[src/hw/cpu_config.svh]
`ifndef CPU_CONFIG_SVH
`define CPU_CONFIG_SVH

// Width of every data word, instruction word and program counter
`define CPU_WORD_W 32

// Both memories hold the same number of words
`define CPU_MEM_DEPTH 256

// Address width that matches the memory depth
`define CPU_MEM_AW 8

// General purpose register file size
`define CPU_REG_COUNT 32

// Register index width, as carried in the rs, rt and rd fields
`define CPU_REG_AW 5

`endif

[src/hw/program_loader.sv]
`timescale 1ns/1ns
`include "cpu_config.svh"

module program_loader (
    input  logic                   clk,
    input  logic                   reset,
    input  logic                   start_signal,
    input  logic                   add_into,
    input  logic [`CPU_WORD_W-1:0] new_instruction,
    input  logic                   end_signal,
    output logic                   instr_write_en,
    output logic [`CPU_MEM_AW-1:0] instr_write_addr,
    output logic                   data_write_en,
    output logic [`CPU_MEM_AW-1:0] data_write_addr,
    output logic [`CPU_WORD_W-1:0] load_data,
    output logic [`CPU_WORD_W-1:0] instr_count
);

    logic loading;

    // Loading lasts until start_signal rises, and never resumes after the program ends
    assign loading = !start_signal && !end_signal;

    // add_into steers the incoming word to data memory when high
    assign instr_write_en = loading && !add_into;
    assign data_write_en  = loading && add_into;
    assign load_data      = new_instruction;

    // Program words fill upward from 0 and data words fill downward from the top
    always_ff @(posedge clk) begin
        if (reset) begin
            instr_write_addr <= '0;
            data_write_addr  <= '1;
            instr_count      <= '0;
        end else begin
            if (instr_write_en) begin
                instr_write_addr <= instr_write_addr + 1'b1;
                instr_count      <= instr_count + 1'b1;
            end
            if (data_write_en) begin
                data_write_addr <= data_write_addr - 1'b1;
            end
        end
    end

    // More program words than the instruction memory holds would wrap onto address 0
    a_no_instr_wrap: assert property (@(posedge clk) disable iff (reset)
        instr_write_en |-> (instr_count < `CPU_MEM_DEPTH));

endmodule

[config.mk]
export PLATFORM = sky130hd
export DESIGN_NAME = program_loader
export DESIGN_NICKNAME = d
export VERILOG_FILES = /design/src/hw/program_loader.sv
export VERILOG_INCLUDE_DIRS = /design/src /design/src/hw
export SDC_FILE = /design/constraint.sdc
export NUM_CORES = 1
export LEC_CHECK = 0
export ABC_AREA = 1
export BUFFER_PORTS_ARGS = -buffer_cell sky130_fd_sc_hd__buf_2
export CAP_MARGIN = 20
export CORE_ASPECT_RATIO = 1.75
export CORE_MARGIN = 10
export CORE_UTILIZATION = 43
export CTS_CLUSTER_SIZE = 30
export DETAILED_ROUTE_END_ITERATION = 8
export PLACE_DENSITY = 0.76
export SLEW_MARGIN = 20
export SYNTH_ARGS = -nofsm -noshare
export SYNTH_HDL_FRONTEND = slang
export SYNTH_SLANG_ARGS = --single-unit
[constraint.sdc]
create_clock -name clk -period 1.4 [get_ports clk]
set_input_delay 0.14 -clock clk [delete_from_list [all_inputs] [get_ports clk]]
set_output_delay 0.14 -clock clk [all_outputs]
set_load 0.005 [all_outputs]
* Yosys cells after proc, flatten, opt, wreduce, memory -nomap -nowiden *
Cells that the tools add are included.

word-level totals
  input port bits = 37
  output and inout bits = 82
  word-level logic and storage cells = 12
  flip-flop bits (word level) = 48

operators by class
  reduce and logical (&&, ||, !) cells = 6
  add/sub/neg operators = 3

operators with widths
  cell                                               count
  adder 32 x 1 -> 32 bit (second input constant)     1
  adder 8 x 1 -> 8 bit (second input constant)       1
  subtractor 8 x 1 -> 8 bit (second input constant)  1
  logical AND 1 bit                                  3
  zero test 1 bit                                    3

* Longest topological paths before layout *
  word-level depth = 3
  gate-level depth with buffers = 10
  depth with buffers taken out = 10

* Worst setup path after synthesis *
Ideal clock, no wire load.

  path kind = reg-to-reg
  start point = reg instr_count[0]
  end point = reg instr_count[14]
  arrival time = 1.249 ns
  required time = 1.272 ns
  period minus slack after synthesis = 1.377 ns
  slack = 0.023 ns
  library setup time = 0.128 ns
  cell stages (with the launch flop) = 8
  path buffers = 0
  path through = dfxtp_1 > ha_1 > nand3_1 > nor2_1 > nand3_4 > nor2_1 > xnor2_1 > nor2_1

on the way
  cells in the longest elaborated chain, start to end = 1

ends and longest elaborated chain
  item                    line                  source
  from (decl)             program_loader.sv:16  output logic [`CPU_WORD_W-1:0] instr_count
  from (signal assigned)  program_loader.sv:38  instr_count <= instr_count + 1'b1;
  adder 32 x 1 -> 32 bit  program_loader.sv:38

No other way between the ends.
A chain may end at the register's enable or synchronous reset.

* Worst setup path after layout *
  start point = reg instr_count[1]
  end point = reg instr_count[16]

The elaborated chain is that of the path after synthesis.

==> impl_metrics.tcl <==
set metrics [dict create \
    status "finished, violations left" \
    violations "negative setup slack" \
    cp-start-kind "register" \
    ant_nets 0 \
    cp_data_required_time_ns 1.60 \
    synth_async_sr_flop_share_pct 0 \
    crit_cells 8 \
    synth_most_common_cell "nand2_1" \
    syn_to_final_growth_pct 18.8 \
    wl_per_cell_um 13.9 \
    numClockSinks 48 \
    reg2reg_setup_slack_ns -0.01 \
    dieArea_um2 10300 \
    synthesis.nets 454 \
    rsz0062_at_grt "yes" \
    drc 0 \
    ios 119 \
    yosys_warnings 0 \
    p_per_area_nw_per_um2 715 \
    first_pass_iters 4 \
    fp.dieH_um 127 \
    holdPathStages 3 \
    ys.flop_type "dfxtp_1" \
    routed-via-count 2731 \
    rows 38 \
    crit_arrival_ns 1.61 \
    clock_latency_ns 0.31 \
    clockBufferDepth 2 \
    ir_worst_vdd_uv 487 \
    dp_hpwl_um 5780 \
    yosys-top-cells-count "nand2_1, inv_1, nor2_1" \
    clockRootBuffer "clkbuf_8" \
    worst_pin_slew_ns 0.240 \
    grt_pass1_wl_um 12100 \
    grt_start_max_net_pins 18 \
    place_congestion 0.941 \
    yosys.area.top_type "dfxtp_1" \
    synth_cell_types 31 \
    power_switching_mw 0.560 \
    endpoint_kind "register" \
    switching_share_pct 23.5 \
    placed_cells_incl_taps 535 \
    cts_buffers 5 \
    nNetsFinal 505 \
    htree_num_levels 2 \
    setup_viol 1 \
    cp_max_fo 4 \
    comb_power_share_pct 5.3 \
    critPathMostFrequentCell "nand2_2" \
    instances_no_fill 546 \
    internal-power_mw 1.83 \
    multi_input_area_um2 1450 \
    period_share_pct 101 \
    initial_core_util_pct 44.8 \
    ys_ff_latch 48 \
    cts_tree "yes" \
    min_period_ns 1.41 \
    via_per_inst 5.00 \
    hold_path_class "in -> reg" \
    core_area_um2 6280 \
    synth_area_leaders "dfxtp_1, nand2_1, buf_4, inv_1, nor2_1" \
    timing.fmax_mhz 707 \
    antenna_found_initial 0 \
    leakagePower_nw 1.58 \
    n_antenna_cell 0 \
    critPathSlowestCell "dfxtp_2" \
    netlist_area_um2 2810 \
    maxCapViolCount 0 \
    hold_viol_final 0 \
    grt_pass1_vias 2698 \
    total_power_mw 2.39 \
    fp.dieW_um 81.1 \
    worst-path-buf-inv 1 \
    syn_inst 414 \
    setup_ws_ns -0.0147 \
    fin_skew_ns 0.0142 \
    synth-seq-area-share_pct 34.2 \
    routed_wl_um 7570 \
    crit_chain "ha_4 -> nand3_4 -> inv_2 -> nand2_2 -> nor2_4 -> nand2_2 -> o21ai_1 -> a21oi_1" \
    worstSetupPathType "reg -> reg" \
    relSlewSlack_pct 84.0 \
    max_stage_delay_ns 0.37 \
    worst-r2r-cell-count 8 \
    clkTransAtPathRegs_ns 0.09 \
    drtIter0Drc 153 \
    cp_top_family "simple AND/OR/NAND/NOR gates" \
    pwr-share-seq_pct 57.9 \
    syn_avg_cell_area_um2 6.78 \
    regArea_um2 977 \
    synth-edff-count 0 \
    port_buffers 54 \
    drive_above_1_share_pct 30.7 \
    synth_top_cell_area_share_pct 34.2 \
    slew_violations 0 \
    num-fill-cells 643 \
    track_usage_pct 14.5 \
    overflow 0 \
    pwr-share-clk_pct 36.8 \
]
==> power groups by stage <==
stage / Clock [mW] / Combinational, mW / Sequential (mW)
6_report: 0.879 / 0.126 / 1.38
5_1_grt: 0.952 / 0.142 / 1.39
4_1_cts: 0.887 / 0.125 / 1.38
3_5_place_dp: 0 / 0.124 / 1.41
3_3_place_gp: 0 / 0.120 / 1.41
2_1_floorplan: 0 / 0.143 / 1.42
==> per-layer routing <==
layer | part of all wire [%] | track usage [%]
met1 | 37 | 14.3
met5 | 0 | 0
met3 | 6.8 | 3.75
met4 | 5.1 | 7.78
met2 | 51 | 26.2
==> worst reg2reg max path, stage by stage, from the launching register on <==
cell     delay [ns]
dfxtp_2        0.37
ha_4           0.15
nand3_4        0.10
inv_2          0.10
nand2_2        0.08
nor2_4         0.12
nand2_2        0.11
o21ai_1        0.21
a21oi_1        0.07
==> repair_timing <==
item	CTS	global route
endpoints found under the setup margin	13	21
buffers inserted	0	3
pin swaps	0	6
gates resized for setup	8	31
hold buffers	0	0
cloned	0	0
==> cell families (layout without fill, tap and decap cells) <==
logic type	count (synthesis)	after routing	synth area share [%]
and+or+nand+nor	208	208	35.3
buffers and inverters	99	151	17.8
AOI/OAI and AO/OA	50	50	9.49
DFF	48	48	34.2
xor gates and xnor gates	6	6	1.87
adders and majority gates	3	3	1.34
==> cell usage in the layout (no fill, tap or decap), types with 6 or more instances in the layout <==
cell,Yosys,routed
clkbuf_8,0,6
inv_1,60,58
nor2_4,6,10
nor2_1,59,53
nand3_1,30,26
dfxtp_1,48,37
a21oi_1,23,23
nand2_2,5,8
nor2_2,8,10
buf_2,0,54
buf_4,32,27
nand4_1,12,12
dfxtp_2,0,10
o21ai_0,20,18
nand2_1,78,75
==> final timing paths <==
check	startpoint	end
worst max-delay path	instr_count[1]$_SDFFE_PP0P_	instr_count[16]$_SDFFE_PP0P_
worst min-delay path	reset	data_write_addr[0]$_SDFFE_PP1P_
worst max register to register	instr_count[1]$_SDFFE_PP0P_	instr_count[16]$_SDFFE_PP0P_
worst min register to register	instr_write_addr[7]$_SDFFE_PP0P_	instr_write_addr[7]$_SDFFE_PP0P_
==> cell type report <==
type	instances	area share [%]
multi-input cells	267	43.4
well taps	80	3.00
clock buffers	8	2.70
inverters	61	6.86
flip-flops and latches	48	29.3
repair buffers	82	14.8
==> stage by stage <==
stage               area, um^2  worst slack [ns]  setup TNS (ns)  hold WS, ns  util [%]
floorplan                 2810            0.0232               0        0.361         -
global placement          3110           0.00632               0        0.280      49.5
detailed placement        3110           -0.0643          -0.250        0.280      49.5
CTS                       3220           0.00688               0        0.146      51.3
global route              3340            -0.154          -0.942        0.195      53.2
finish                    3340           -0.0147         -0.0147        0.146      53.2
==> state kept, by name, summed over array words and instances, names as in the netlist <==
register and flops:
data_write_addr 8, instr_write_addr 8, instr_count 32
Power figures use the tool's default switching activity.
