**src/hw/cpu_config.svh**
```systemverilog
`ifndef CPU_CONFIG_SVH
`define CPU_CONFIG_SVH

// Width of every data word, instruction word and program counter
`define CPU_WORD_W 32

// Both memories hold the same number of words
`define CPU_MEM_DEPTH 256

// Address width that matches the memory depth
`define CPU_MEM_AW 8

// General purpose register file size
`define CPU_REG_COUNT 32

// Register index width, as carried in the rs, rt and rd fields
`define CPU_REG_AW 5

`endif

```
**src/hw/cpu_isa_pkg.sv**
```systemverilog
`include "cpu_config.svh"

package cpu_isa_pkg;

    // Primary opcodes that the core executes
    // Any other value falls through to a no-op in the execute stage
    typedef enum logic [5:0] {
        op_rtype_arith = 6'd0,
        op_addi        = 6'd1,
        op_and         = 6'd3,
        op_or          = 6'd4,
        op_andi        = 6'd5,
        op_ori         = 6'd6,
        op_shift       = 6'd7,
        op_lw          = 6'd8,
        op_sw          = 6'd9,
        op_beq         = 6'd10,
        op_bne         = 6'd11,
        op_j           = 6'd16,
        op_slt         = 6'd19,
        op_slti        = 6'd20
    } opcode_e;

    // Function codes shared by the arithmetic group and the shift group
    typedef enum logic [5:0] {
        fn_add_sll = 6'd0,
        fn_sub_srl = 6'd1
    } funct_e;

    // R-form view of an instruction word
    // The 16-bit immediate and the 26-bit jump target are low slices of the same word
    typedef struct packed {
        opcode_e                opcode;
        logic [`CPU_REG_AW-1:0] rs;
        logic [`CPU_REG_AW-1:0] rt;
        logic [`CPU_REG_AW-1:0] rd;
        logic [4:0]             shamt;
        funct_e                 funct;
    } instr_t;

endpackage

```
**src/hw/cpu_pipe_pkg.sv**
```systemverilog
`include "cpu_config.svh"

package cpu_pipe_pkg;

    // Instruction word as returned by the instruction memory, tagged with its pc
    typedef struct packed {
        logic                   valid;
        logic [`CPU_WORD_W-1:0] pc;
        cpu_isa_pkg::instr_t    instr;
    } fetch_to_decode_t;

    // Operands and decoded fields, all settled before execute sees them
    typedef struct packed {
        logic                   valid;
        logic [`CPU_WORD_W-1:0] pc;
        cpu_isa_pkg::opcode_e   opcode;
        cpu_isa_pkg::funct_e    funct;
        logic [`CPU_WORD_W-1:0] rs_value;
        logic [`CPU_WORD_W-1:0] rt_value;
        logic [`CPU_REG_AW-1:0] dest;
        logic [4:0]             shamt;
        logic [`CPU_WORD_W-1:0] imm_sext;
        logic [`CPU_WORD_W-1:0] imm_zext;
        logic [`CPU_WORD_W-1:0] jump_target;
    } decode_to_execute_t;

    typedef struct packed {
        logic                   valid;
        logic [`CPU_REG_AW-1:0] dest;
        logic [`CPU_WORD_W-1:0] value;
    } writeback_t;

    typedef struct packed {
        logic                   valid;
        logic [`CPU_WORD_W-1:0] next_pc;
    } redirect_t;

    // One record per finished instruction
    typedef struct packed {
        logic                   valid;
        logic [`CPU_WORD_W-1:0] pc;
        logic                   reg_write;
        logic [`CPU_REG_AW-1:0] dest;
        logic [`CPU_WORD_W-1:0] value;
        logic                   mem_write;
        logic [`CPU_MEM_AW-1:0] mem_addr;
        logic [`CPU_WORD_W-1:0] mem_data;
        logic [`CPU_WORD_W-1:0] next_pc;
    } retire_t;

endpackage

```
**src/hw/decode_stage.sv**
```systemverilog
`timescale 1ns/1ns
`include "cpu_config.svh"

module decode_stage (
    input  logic                             clk,
    input  logic                             reset,
    input  cpu_pipe_pkg::fetch_to_decode_t   fetch_in,
    input  cpu_pipe_pkg::writeback_t         writeback,
    output cpu_pipe_pkg::decode_to_execute_t decode_out
);

    logic [`CPU_WORD_W-1:0] regs [`CPU_REG_COUNT];
    cpu_isa_pkg::instr_t    instr;
    logic [15:0]            imm;
    logic                   is_rform;

    assign instr = fetch_in.instr;
    assign imm   = fetch_in.instr[15:0];

    // R-form instructions write rd, everything else writes rt
    assign is_rform = (instr.opcode == cpu_isa_pkg::op_rtype_arith)
                   || (instr.opcode == cpu_isa_pkg::op_and)
                   || (instr.opcode == cpu_isa_pkg::op_or)
                   || (instr.opcode == cpu_isa_pkg::op_shift)
                   || (instr.opcode == cpu_isa_pkg::op_slt);

    // Register 0 is cleared by reset and never written, so it always reads zero
    always_ff @(posedge clk) begin
        if (reset) begin
            for (int i = 0; i < `CPU_REG_COUNT; i++) begin
                regs[i] <= '0;
            end
        end else if (writeback.valid && (writeback.dest != '0)) begin
            regs[writeback.dest] <= writeback.value;
        end
    end

    // Operands are read in the cycle the instruction word arrives
    // The previous writeback has already landed by then
    always_ff @(posedge clk) begin
        if (reset) begin
            decode_out.valid <= 1'b0;
        end else begin
            decode_out.valid <= fetch_in.valid;
            if (fetch_in.valid) begin
                decode_out.pc          <= fetch_in.pc;
                decode_out.opcode      <= instr.opcode;
                decode_out.funct       <= instr.funct;
                decode_out.rs_value    <= regs[instr.rs];
                decode_out.rt_value    <= regs[instr.rt];
                decode_out.dest        <= is_rform ? instr.rd : instr.rt;
                decode_out.shamt       <= instr.shamt;
                decode_out.imm_sext    <= {{(`CPU_WORD_W - 16){imm[15]}}, imm};
                decode_out.imm_zext    <= {{(`CPU_WORD_W - 16){1'b0}}, imm};
                decode_out.jump_target <= {{(`CPU_WORD_W - 26){1'b0}}, fetch_in.instr[25:0]};
            end
        end
    end

endmodule

```
**config.mk**
```make
export PLATFORM = sky130hd
export DESIGN_NAME = decode_stage
export DESIGN_NICKNAME = d
export VERILOG_FILES = /design/src/hw/cpu_isa_pkg.sv /design/src/hw/cpu_pipe_pkg.sv /design/src/hw/decode_stage.sv
export VERILOG_INCLUDE_DIRS = /design/src /design/src/hw
export SDC_FILE = /design/constraint.sdc
export NUM_CORES = 2
export LEC_CHECK = 0
export BUFFER_PORTS_ARGS = -buffer_cell sky130_fd_sc_hd__buf_2
export CORE_ASPECT_RATIO = 1.25
export CORE_MARGIN = 1.5
export CORE_UTILIZATION = 45
export DETAILED_ROUTE_END_ITERATION = 12
export GPL_ROUTABILITY_DRIVEN = 1
export SLEW_MARGIN = 40
export SYNTH_ARGS = -nofsm -noshare
export SYNTH_HDL_FRONTEND = slang
export SYNTH_SLANG_ARGS = --single-unit
```
**constraint.sdc**
```tcl
create_clock -name clk -period 6.1 [get_ports clk]
set_input_delay 0.305 -clock clk [delete_from_list [all_inputs] [get_ports clk]]
set_output_delay 0.305 -clock clk [all_outputs]
set_load 0.03 [all_outputs]
```
; Yosys cells after proc, flatten, opt, wreduce, memory -nomap -nowiden
; Memories as Yosys holds them, arrays and structs flattened. A register that Yosys moved wholly into a read port is not among the register bits.
; Index checks and enable logic that the tools add are counted.
[word_totals]
register_bits = 113
mem_bits_rw = 1024
output_inout_bits = 215
wordCells = 33
memories = 1
[classes]
n_eq_ne = 4
n_mux = 9
bitwise = 1
reduce_logical = 9
[mem_list]
columns = name, depth, width, rd, rd_ports_with_merged_regs, wr, line_no
row1 = regs, 32, 32, 2, 2, 32, decode_stage.sv:12  ; logic [`CPU_WORD_W-1:0] regs [`CPU_REG_COUNT];
[ops]
columns = op, n
row1 = $mux 32, 1
row2 = $reduce_or 32->1, 1
row3 = $eq 6x3->1 const B, 2
row4 = $mux 5, 2
row5 = $eq 6x2->1 const B, 1
row6 = $eq 6x5->1 const B, 1
row7 = $logic_not 6->1, 1
row8 = $mux 1, 6
row9 = $reduce_bool 5->1, 1
row10 = $logic_or 1x1->1, 4
row11 = $reduce_and 2->1, 1
row12 = $logic_and 1x1->1, 1
row13 = $not 1->1, 1

; Depth between registers and ports, before layout
[logic_depth]
ltp_word = 7
ltp_mapped = 8
mapped_depth_nobuf = 5

; Worst setup path before layout
; OpenSTA, ideal clock, no wires.
[synth_path]
kind = input to register
from = input port reset
to = register decode_out[101] in the netlist's numbering, enable pin
arrival_time_ps = 3223
setup_slack_ps = 2379
cell_stages = 1
path_buffers = 0
path_cell_list = and2b_1
[synth_via]
elab_chain_cells = 2
[synth_rtl]
columns = element, line_no
row1 = start: declaration, decode_stage.sv:6  ; input logic reset,
row2 = $not 1->1 (no line), n/a
row3 = $reduce_and 2->1 (no line), n/a
row4 = end: declaration, decode_stage.sv:9  ; output cpu_pipe_pkg::decode_to_execute_t decode_out
; Every way passes these cells.
; A chain may end at the register's enable or synchronous reset.

==> impl_metrics.csv <==
group,metric,value,unit
final_layout,layout.nets,5057,
worst_setup_path,cp-startpoint,"reset",
worst_setup_path,r2r_start,"regs[7][1]",
synth,synthMuxAreaShare,16.96,%
synth,synthAdderAreaFrac,0,%
worst_setup_path,r2r-end,"decode_out[107]",
clock_network,post_cts_resized,0,
synth,synth_top_area_share,57.17,%
timing,report.final.slew_viol_count,0,
placement,dpl.hpwl,111.1,mm
route,first_iter_violations,3881,
route,wl_per_cell,29.38,um
clock_network,postCtsSetupBuffers,0,
synth,avgSynthCellArea,12.58,sq um
timing,finClkSkew,0.01914,ns
global_route,antenna_found_initial,14,
synth,postSynthCellCount,4831,
floorplanning,die_area,137300,sq um
clock_network,cts_root_buffer,"clkbuf_16",
clock_network,hold_buffers,66,
power,leakage,26.57,nW
timing,fin_setup_tns,0,ns
floorplanning,ios,320,
clock_network,cts_tree,"built",
clock_network,htreeDepth,3,
timing,setup_viol,0,
clock_network,cts_num_sinks,1158,
synth,synth_seq_cells,1158,
final_layout,area_delta_synth_final,12.01,%
synth,synth.largest_area_cell,"edfxtp_1",
power,power_density,278.3,nW/um^2
timing,max_slew_margin,40.50,%
clock_network,cts_buffers,120,
worst_setup_path,cp.required,6.49,ns
floorplanning,row_count,150,
synth,synthFlopType,"edfxtp_1",
synth,syn_area,60770,sq um
floorplanning,initial_utilization,45.41,%
worst_setup_path,path_max_fanout,33,
route,antenna_left,0,
power,irDropWorstVdd,0.2349,mV
synth,synthTopCellsByArea,"edfxtp_1 57%, mux2i_1 17%, and2_1 10%",
worst_setup_path,crit_type,"primary input to flop",
run_status,status,"finished clean",
global_route,grt_pass1_wl,281.6,mm
floorplanning,die_w,331.7,um
synth,yosysMostFrequentCell,"edfxtp_1",
job,max_cap_violations,0,
synth,synth_xor_area_share,0,%
placement,routabilityCongestion,0.7784,
synth,yosysSeqAreaShare,57.21,%
worst_setup_path,reg2reg_setup_slack,4.40,ns
global_route,grtUsageTotal,28.59,%
worst_setup_path,worstRegToRegCells,5,
route,firstDrtPassIters,5,
synth,async_flop_share,0,%
synth,synth_compound_area_share,6.467,%
synth,synth_top_family_by_area,"multiplexers",
final_layout,fillers,11420,
synth,synth_edf_count,1157,
timing,fin_crit,3.323,ns
timing,fin_crit_sh,54.48,%
synth,synth_cell_types,34,
final_layout,fin_util,50.87,%
placement,io_buffers,297,
final_layout,layout-drive-gt1-share,13.37,%
synth,synthTopCellsByCount,"1157 x edfxtp_1, 1024 x mux2i_1, 985 x and2_1, 207 x clkbuf_1, 196 x nand2_1",
worst_setup_path,timing.critical_path.to,"regs[15][3]",
global_route,grt_max_degree,134,
worst_setup_path,endpoint_kind,"flop",
route,vias_per_cell,5.964,
route,drc,0,
synth,yosys_warnings,0,
timing,fmax,300.9,MHz
route,vias,40600,
timing,rsz0062_at_grt,"no",
worst_setup_path,cp-start-kind,"primary input",
worst_hold_path,hp-class,"primary input to flop",
floorplanning,dieHeight,413.9,um
clock_network,clk_pin_slew,0.06,ns
timing,worstMarginPinSlew,0.8925,ns
worst_setup_path,crit_arrival,3.71,ns
clock_network,clock_path_buffers,3,
floorplanning,design.core.area,133800,sq um
global_route,grt_pass1_vias,39790,
global_route,grt_overflow,0,
timing,finalHoldViolCount,0,
synth,synthSimpleGateAreaFrac,14.57,%
clock_network,clk_latency,0.75,ns
route,wirelength,200.0,mm
## worst min-delay path by stage
stage	startpoint	endpoint	slack, ns	cells past startpoint
finish	writeback[22]	regs[24][22]	0.16	2
CTS	writeback[28]	regs[26][28]	0.10	2
global route	writeback[22]	regs[7][22]	0.17	2
floorplan	fetch_in[10]	decode_out[10]	0.40	0
detailed placement	fetch_in[48]	decode_out[198]	0.48	1
global placement	fetch_in[35]	decode_out[185]	0.48	1
## report_power, final
group,switching (mW),total (mW),internal (mW)
Clock,3.19,7.27,4.08
Combinational,1.47,2.21,0.745
Sequential,0.231,9.46,9.23
## layer usage
metal	up-vias	track usage, %	share of wire (%)
li1	17840	-	-
met1	20450	36.71	40
met2	1890	47.74	48
met3	416	4.395	7.4
met4	2	13.15	4.4
met5	-	0	0.0065
## registers in the layout, indices dropped and copies added, names as in the netlist
name        count
regs         1024
decode_out    134
## worst max-delay path: stages
cell,delay (ns)
dlygate4sd3_1,0.55
buf_4,0.23
and2b_2,0.29
nand3_2,0.37
nor2_4,0.19
buf_4,0.49
or2_2,0.74
buf_4,0.51
## logic make-up after synthesis
group	after synthesis
other	1
AOI/OAI and AO/OA	577
buffers and inverters	527
muxes	1029
and+or+nand+nor	1539
DFF	1158
## placed cells by master (no fill, tap or decap), types with 7 or more instances in the layout
cell type         n
buf_4            63
edfxtp_1       1157
clkinvlp_4        7
a22o_1          128
a21oi_1         192
dlygate4sd3_1    67
and2_1          983
buf_2           294
nor2_4           33
conb_1           54
nand3_1         193
diode_2           9
clkbuf_1         27
mux2i_1        1024
or2_2            14
clkinv_2         21
buf_12           29
clkbuf_16       122
nor3_1           65
a22oi_1         192
clkinv_1         24
or2_4            19
buf_16           17
and2_2            9
bufinv_16        10
nand2_1         194
a31oi_1          65
## per-stage QoR
stage	std cells	instance area (sq um)	hold WS [ns]	setup WS [ns]	total power [mW]
final	6807	68070	0.1598	2.777	18.94
after global routing	6800	68050	0.1674	2.779	19.50
after CTS	6792	67900	0.1035	2.878	19.02
after detailed placement	6506	63420	0.4839	2.660	11.77
after global placement	6480	62770	0.4812	2.724	11.68
after floorplan	4884	60970	0.4039	2.379	11.00
## final cells by class
class                      instances  area, sq um  area share (%)
clock buffer                     149         3154           4.634
clock inverter                    71        664.4          0.9761
timing repair buffer             473         3705           5.443
sequential                      1158        34760           51.07
antenna                            9        22.52         0.03309
tap                             1748         2187           3.213
multi-input combinational       3199        23570           34.63
Power figures use the tool's default switching activity.
