## src/hw/cpu_config.svh

```systemverilog
`ifndef CPU_CONFIG_SVH
`define CPU_CONFIG_SVH

// Width of every data word, instruction word and program counter
`define CPU_WORD_W 32

// Both memories hold the same number of words
`define CPU_MEM_DEPTH 256

// Address width that matches the memory depth
`define CPU_MEM_AW 8

// General purpose register file size
`define CPU_REG_COUNT 32

// Register index width, as carried in the rs, rt and rd fields
`define CPU_REG_AW 5

`endif

```

## src/hw/cpu_isa_pkg.sv

```systemverilog
`include "cpu_config.svh"

package cpu_isa_pkg;

    // Primary opcodes that the core executes
    // Any other value falls through to a no-op in the execute stage
    typedef enum logic [5:0] {
        op_rtype_arith = 6'd0,
        op_addi        = 6'd1,
        op_and         = 6'd3,
        op_or          = 6'd4,
        op_andi        = 6'd5,
        op_ori         = 6'd6,
        op_shift       = 6'd7,
        op_lw          = 6'd8,
        op_sw          = 6'd9,
        op_beq         = 6'd10,
        op_bne         = 6'd11,
        op_j           = 6'd16,
        op_slt         = 6'd19,
        op_slti        = 6'd20
    } opcode_e;

    // Function codes shared by the arithmetic group and the shift group
    typedef enum logic [5:0] {
        fn_add_sll = 6'd0,
        fn_sub_srl = 6'd1
    } funct_e;

    // R-form view of an instruction word
    // The 16-bit immediate and the 26-bit jump target are low slices of the same word
    typedef struct packed {
        opcode_e                opcode;
        logic [`CPU_REG_AW-1:0] rs;
        logic [`CPU_REG_AW-1:0] rt;
        logic [`CPU_REG_AW-1:0] rd;
        logic [4:0]             shamt;
        funct_e                 funct;
    } instr_t;

endpackage

```

## src/hw/cpu_pipe_pkg.sv

```systemverilog
`include "cpu_config.svh"

package cpu_pipe_pkg;

    // Instruction word as returned by the instruction memory, tagged with its pc
    typedef struct packed {
        logic                   valid;
        logic [`CPU_WORD_W-1:0] pc;
        cpu_isa_pkg::instr_t    instr;
    } fetch_to_decode_t;

    // Operands and decoded fields, all settled before execute sees them
    typedef struct packed {
        logic                   valid;
        logic [`CPU_WORD_W-1:0] pc;
        cpu_isa_pkg::opcode_e   opcode;
        cpu_isa_pkg::funct_e    funct;
        logic [`CPU_WORD_W-1:0] rs_value;
        logic [`CPU_WORD_W-1:0] rt_value;
        logic [`CPU_REG_AW-1:0] dest;
        logic [4:0]             shamt;
        logic [`CPU_WORD_W-1:0] imm_sext;
        logic [`CPU_WORD_W-1:0] imm_zext;
        logic [`CPU_WORD_W-1:0] jump_target;
    } decode_to_execute_t;

    typedef struct packed {
        logic                   valid;
        logic [`CPU_REG_AW-1:0] dest;
        logic [`CPU_WORD_W-1:0] value;
    } writeback_t;

    typedef struct packed {
        logic                   valid;
        logic [`CPU_WORD_W-1:0] next_pc;
    } redirect_t;

    // One record per finished instruction
    typedef struct packed {
        logic                   valid;
        logic [`CPU_WORD_W-1:0] pc;
        logic                   reg_write;
        logic [`CPU_REG_AW-1:0] dest;
        logic [`CPU_WORD_W-1:0] value;
        logic                   mem_write;
        logic [`CPU_MEM_AW-1:0] mem_addr;
        logic [`CPU_WORD_W-1:0] mem_data;
        logic [`CPU_WORD_W-1:0] next_pc;
    } retire_t;

endpackage

```

## src/hw/fetch_stage.sv

```systemverilog
`timescale 1ns/1ns
`include "cpu_config.svh"

module fetch_stage (
    input  logic                          clk,
    input  logic                          reset,
    input  logic                          start_signal,
    input  logic [`CPU_WORD_W-1:0]        instr_count,
    input  cpu_pipe_pkg::redirect_t       redirect,
    output logic                          instr_read_en,
    output logic [`CPU_MEM_AW-1:0]        instr_read_addr,
    input  logic [`CPU_WORD_W-1:0]        instr_word,
    output cpu_pipe_pkg::fetch_to_decode_t fetch_out,
    output logic                          end_signal
);

    logic [`CPU_WORD_W-1:0] pc;
    logic                   in_flight;
    logic                   read_pending;
    logic                   idle;

    // Only one instruction is in the machine, so fetch waits for its redirect
    assign idle            = start_signal && !in_flight && !end_signal;
    assign instr_read_en   = idle && (pc != instr_count);
    assign instr_read_addr = pc[`CPU_MEM_AW-1:0];

    // pc is stable until the redirect, so it still names the word coming back
    assign fetch_out = '{
        valid: read_pending,
        pc:    pc,
        instr: cpu_isa_pkg::instr_t'(instr_word)
    };

    always_ff @(posedge clk) begin
        if (reset) begin
            pc           <= '0;
            in_flight    <= 1'b0;
            read_pending <= 1'b0;
            end_signal   <= 1'b0;
        end else begin
            read_pending <= instr_read_en;
            if (instr_read_en) begin
                in_flight <= 1'b1;
            end else if (redirect.valid) begin
                in_flight <= 1'b0;
                pc        <= redirect.next_pc;
            end
            // Reaching the loaded count ends the run instead of issuing
            if (idle && (pc == instr_count)) begin
                end_signal <= 1'b1;
            end
        end
    end

    // A redirect only ever answers the instruction that fetch issued
    a_redirect_owned: assert property (@(posedge clk) disable iff (reset)
        redirect.valid |-> in_flight);

endmodule

```

## config.mk

```make
export PLATFORM = sky130hd
export DESIGN_NAME = fetch_stage
export DESIGN_NICKNAME = d
export VERILOG_FILES = /design/src/hw/cpu_isa_pkg.sv /design/src/hw/cpu_pipe_pkg.sv /design/src/hw/fetch_stage.sv
export VERILOG_INCLUDE_DIRS = /design/src /design/src/hw
export SDC_FILE = /design/constraint.sdc
export NUM_CORES = 1
export LEC_CHECK = 0
export ABC_AREA = 0
export BUFFER_PORTS_ARGS = -buffer_cell sky130_fd_sc_hd__buf_2
export CORE_MARGIN = 1
export CORE_UTILIZATION = 40
export CTS_CLUSTER_DIAMETER = 100
export DETAILED_ROUTE_END_ITERATION = 6
export MAX_ROUTING_LAYER = met4
export PLACE_DENSITY = 0.78
export SLEW_MARGIN = 30
export SYNTH_ARGS = -nofsm -noshare
export SYNTH_HDL_FRONTEND = slang
export SYNTH_SLANG_ARGS = --single-unit
```

## constraint.sdc

```tcl
create_clock -name clk -period 1.78 [get_ports clk]
set_clock_uncertainty 0.2 [all_clocks]
set_input_delay 0.178 -clock clk [delete_from_list [all_inputs] [get_ports clk]]
set_output_delay 0.178 -clock clk [all_outputs]
set_load 0.02 [all_outputs]
```

# Yosys cells after proc, flatten, opt, wreduce, memory -nomap -nowiden
# Index checks and enable logic that the tools add are counted.
dict set report totals {
  word_cells 17
  ff_bits 35
  ram_bits 0
  romBits 0
  out_inout_bits 75
  latchBits 0
  in_bits 100
  mem_count 0
}
dict set report op_classes {
  eq_ne 2
  mux 2
  n_addsub 0
  shift 0
  n_mul 0
  n_lt_le_gt_ge 0
  n_reduce_logical 8
  n_bitwise 1
  div_mod_pow 0
}
# operator n
set op_table {}
lappend op_table {{== test 32 bit} 1}
lappend op_table {{inequality test 32 bit} 1}
lappend op_table {{logical AND 1 bit} 4}
lappend op_table {{zero test 1 bit} 2}
lappend op_table {{two-way mux 1 bit} 2}
lappend op_table {{AND reduction 2 bit} 1}
lappend op_table {{nonzero test 2 bit} 1}
lappend op_table {{NOT 1 bit} 1}

# Depth between registers and ports, before layout
dict set report depth {
  ltp_word 6
  ltp_mapped 6
  depth_no_buf 5
}

# Worst setup path before layout
# No wires, ideal clock.
dict set report synth_path {
  path_kind {register -> register}
  startpoint {register pc[0]}
  endpoint {register pc[0]}
  synth_period_minus_slack_ns 2.006
  t_required_ns 1.446
  n_path_buf 1
  slack_ns -0.226
  stages_incl_launch_ff 7
  arrival_time_ns 1.673
  setup_time_ns 0.134
  cell_sequence {dfxtp_1 xnor2_1 nand4_1 nor4_4 and2_1 buf_4 o311ai_1}
}
dict set report synth_via {
  elab_chain_len 4
}
# element line_no
set synth_rtl {}
lappend synth_rtl {{start, declared} fetch_stage.sv:17} ;# logic [`CPU_WORD_W-1:0] pc;
lappend synth_rtl {{start signal, assigned} fetch_stage.sv:46} ;# pc <= redirect.next_pc;
lappend synth_rtl {{inequality test 32 bit} fetch_stage.sv:24} ;# assign instr_read_en = idle && (pc != instr_count);
lappend synth_rtl {{logical AND 1 bit} fetch_stage.sv:24}
lappend synth_rtl {{NOT 1 bit (no source line)} --}
lappend synth_rtl {{AND reduction 2 bit (no source line)} --}
# Every way passes these cells.
# A chain may end at the register's enable or synchronous reset.

# Worst setup path after layout
dict set report layout_path {
  startpoint {register pc[8]}
  endpoint {output instr_read_en}
}
dict set report layout_via {
  elab_chain_len 2
}
# element line_no
set layout_rtl {}
lappend layout_rtl {{inequality test 32 bit} fetch_stage.sv:24}
lappend layout_rtl {{logical AND 1 bit} fetch_stage.sv:24}
lappend layout_rtl {{end, declared} fetch_stage.sv:10} ;# output logic instr_read_en,
# Every way passes these cells.

==> impl_metrics.csv <==
group,metric,value,unit
cells_and_area,drive_above_1_share,0.555,
clock_tree,cts_sinks,35,
yosys,ys_top_cells_by_area,"dfxtp_1 (24%), buf_4 (12%), xnor2_1 (9.8%)",
drt,initialDrtViolationCount,200,
pwr,p_leak,1.76,nW
timing,finalHoldViolations,0,
worst_setup_path,crit_path_cell_trace,"xnor2_4 > nand4_1 > nor4_4 > buf_4 > a21o_1 > inv_1 > buf_6",
yosys,synth_cells,387,
worst_setup_path,worstSetupPathType,"reg2out",
clock_tree,root_buffer,"clkbuf_8",
cells_and_area,diodes,0,
floorplan,die_height,86.7,microns
floorplan,start_util,0.417,
grt,antenna_found_initial,0,
cells_and_area,area_delta_synth_final,59.1,%
worst_setup_path,crit_path_top_delay_cell,"dfxtp_4",
place,hpwl,6.00,mm
floorplan,die_width,86.7,microns
timing,max_freq,457,MHz
clock_tree,hold_buffers,0,
worst_setup_path,path_max_fanout,2,
clock_tree,clk_pin_slew,80,ps
grt,grt_pass1_vias,3066,
clock_tree,cts_buffers,5,
yosys,synth_largest_area_cell,"dfxtp_1",
cells_and_area,fillers,548,
yosys,ys_seq_elements,35,
clock_tree,cts_tree,"built",
grt,overflow,0,
place,place_inst,566,
timing,setup_ws,-410,ps
yosys,syn_area,0.00287,sq mm
cells_and_area,final_cells,581,
worst_hold_path,min-delay-path-class,"in2reg",
timing,fin_setup_tns,-8990,ps
worst_setup_path,cp.arrival,1810,ps
pwr,power_density,514,mW/mm^2
drt,drt-vias-per-instance,5.55,
yosys,synth_cell_types,20,
timing,period_needed,2190,ps
yosys,synth_nets,487,
floorplan,die_area,0.00751,sq mm
grt,grt_pass1_wl,14.6,mm
yosys,syn_avg_cell_area,7.41,sq um
worst_setup_path,path_buf_inv,3,
timing,maxSlewHeadroom,0.597,
drt,route.detailed.drc,0,
drt,ant_nets,0,
worst_setup_path,cp_slowest_stage_delay,370,ps
clock_tree,cts_htree_levels,2,
outcome,violations,"setup timing",
pwr,power,0.00234,W
floorplan,core-area,0.00687,sq mm
clock_tree,clock_latency,290,ps
drt,wl_per_cell,17.8,microns
pwr,peakVddDrop,0.299,mV
worst_setup_path,critPathCaptureType,"primary output",
floorplan,top_level_ports,175,
grt,grt_max_degree,100,
yosys,yosysSeqAreaShare,0.244,
timing,min_period_over_period,1.23,
timing,tightest_slew,604,ps
place,place_ws,-291,ps
place,place.gp.congestion,0.788,
drt,wirelength,10.3,mm
timing,rsz0062_at_grt,"yes",
cells_and_area,layout.nets,584,
flow_run,cap_viol_max_count,0,
drt,vias,3225,
worst_setup_path,critPathLaunchType,"register",
clock_tree,clock_path_buffers,2,
grt,grt_usage,0.257,
yosys,yosys.area.top_type_share,0.244,
drt,drt_first_pass_iters,5,
yosys,yosysWarnings,0,
timing,finalMaxSlewViolations,0,
outcome,outcome,"finished with violations",
worst_setup_path,required,1400,ps
floorplan,num_rows,30,
place,port_buffers,110,
worst_setup_path,cp_top_family,"simple AND/OR/NAND/NOR gates",
timing,setup_viol,36,
==> synth_stat cells <==
library cell   n
clkbuf_1      22
buf_4         44
nand4_1        8
nand2b_1      33
xnor2_1       32
a21o_1         1
dfxtp_1       35
buf_1          3
o311ai_0       2
inv_1          3
nand3_1       33
nor4_4         2
nor2_1        34
and2_1         1
a21oi_1       33
nor3b_1       32
nand2_1       32
buf_2          6
a41oi_1        1
o311ai_1      30
==> tightest hold or removal path, delay by kind of cell <==
kind / cells / cell delay (ps)
simple gates: 1 / 90
compound gates: 1 / 100
buf+inv: 1 / 110
==> routing by layer <==
metal / part of all wire / GRT usage / vias up
met3: 0.064 / 0.0486 / 24
met5: 0 / - / -
met1: 0.40 / 0.320 / 1525
li1: - / - / 1514
met2: 0.51 / 0.411 / 162
met4: 0.022 / 0.100 / 0
==> path summary, 6_finish.rpt <==
path	start	endpoint	slack, ps	depth (start not counted)
min reg2reg	in_flight	in_flight	280	2
max reg2reg	pc[8]	pc[23]	-290	7
min	start_signal	end_signal	30	3
max	pc[8]	instr_read_en	-410	7
==> power by group <==
group	internal (W)	total, W	leakage, nW	switching, W
registers	0.000845	0.000895	0.303	0.0000500
clock network	0.000279	0.000578	0.0395	0.000300
logic	0.000404	0.000870	1.42	0.000466
==> through the flow <==
stage	hold WS (ps)	utilization	instance area, sq um
2_1_floorplan	177	-	2940
3_3_place_gp	156	0.515	3540
3_5_place_dp	156	0.515	3540
4_1_cts	7.08	0.587	4030
5_1_grt	42.9	0.664	4560
6_report	26.5	0.664	4560
==> cell usage in the layout (no fill, tap or decap), drive strengths merged <==
cell / netlist / routed
buf: 53 / 164
dfxtp: 35 / 35
nor2: 34 / 34
nand2b: 33 / 33
a21oi: 33 / 33
nand3: 33 / 33
nand2: 32 / 32
nor3b: 32 / 32
o311ai: 32 / 32
xnor2: 32 / 32
clkbuf: 22 / 9
nand4: 8 / 8
inv: 3 / 3
nor4: 2 / 2
a21o: 1 / 1
and2: 1 / 1
a41oi: 1 / 1
==> cell families after synthesis <==
kind of cell    Yosys count  share of synthesized area
compound gates           67                      0.161
xor+xnor                 32                     0.0978
buf+inv                  78                      0.162
flops                    35                      0.244
simple gates            175                      0.334
==> cell type report <==
type	count	area (sq um)	area share
Clock buffer	8	80.1	0.0176
Multi-Input combinational cell	274	2450	0.537
Sequential cell	35	767	0.168
Timing Repair Buffer	165	1130	0.249
Inverter	3	11.3	0.00247
Tap cell	96	120	0.0263
==> flip-flops by register name, summed over array words and instances (netlist names) <==
name          count
read_pending      1
in_flight         1
end_signal        1
pc               32
==> timing repair <==
item                                    in CTS  in global routing
gates cloned                                 3                  1
endpoints found under the setup margin      36                 36
setup buffers                                4                  1
resized for setup                           51                 74
pin swaps                                    9                 15
Power figures use the tool's default switching activity.
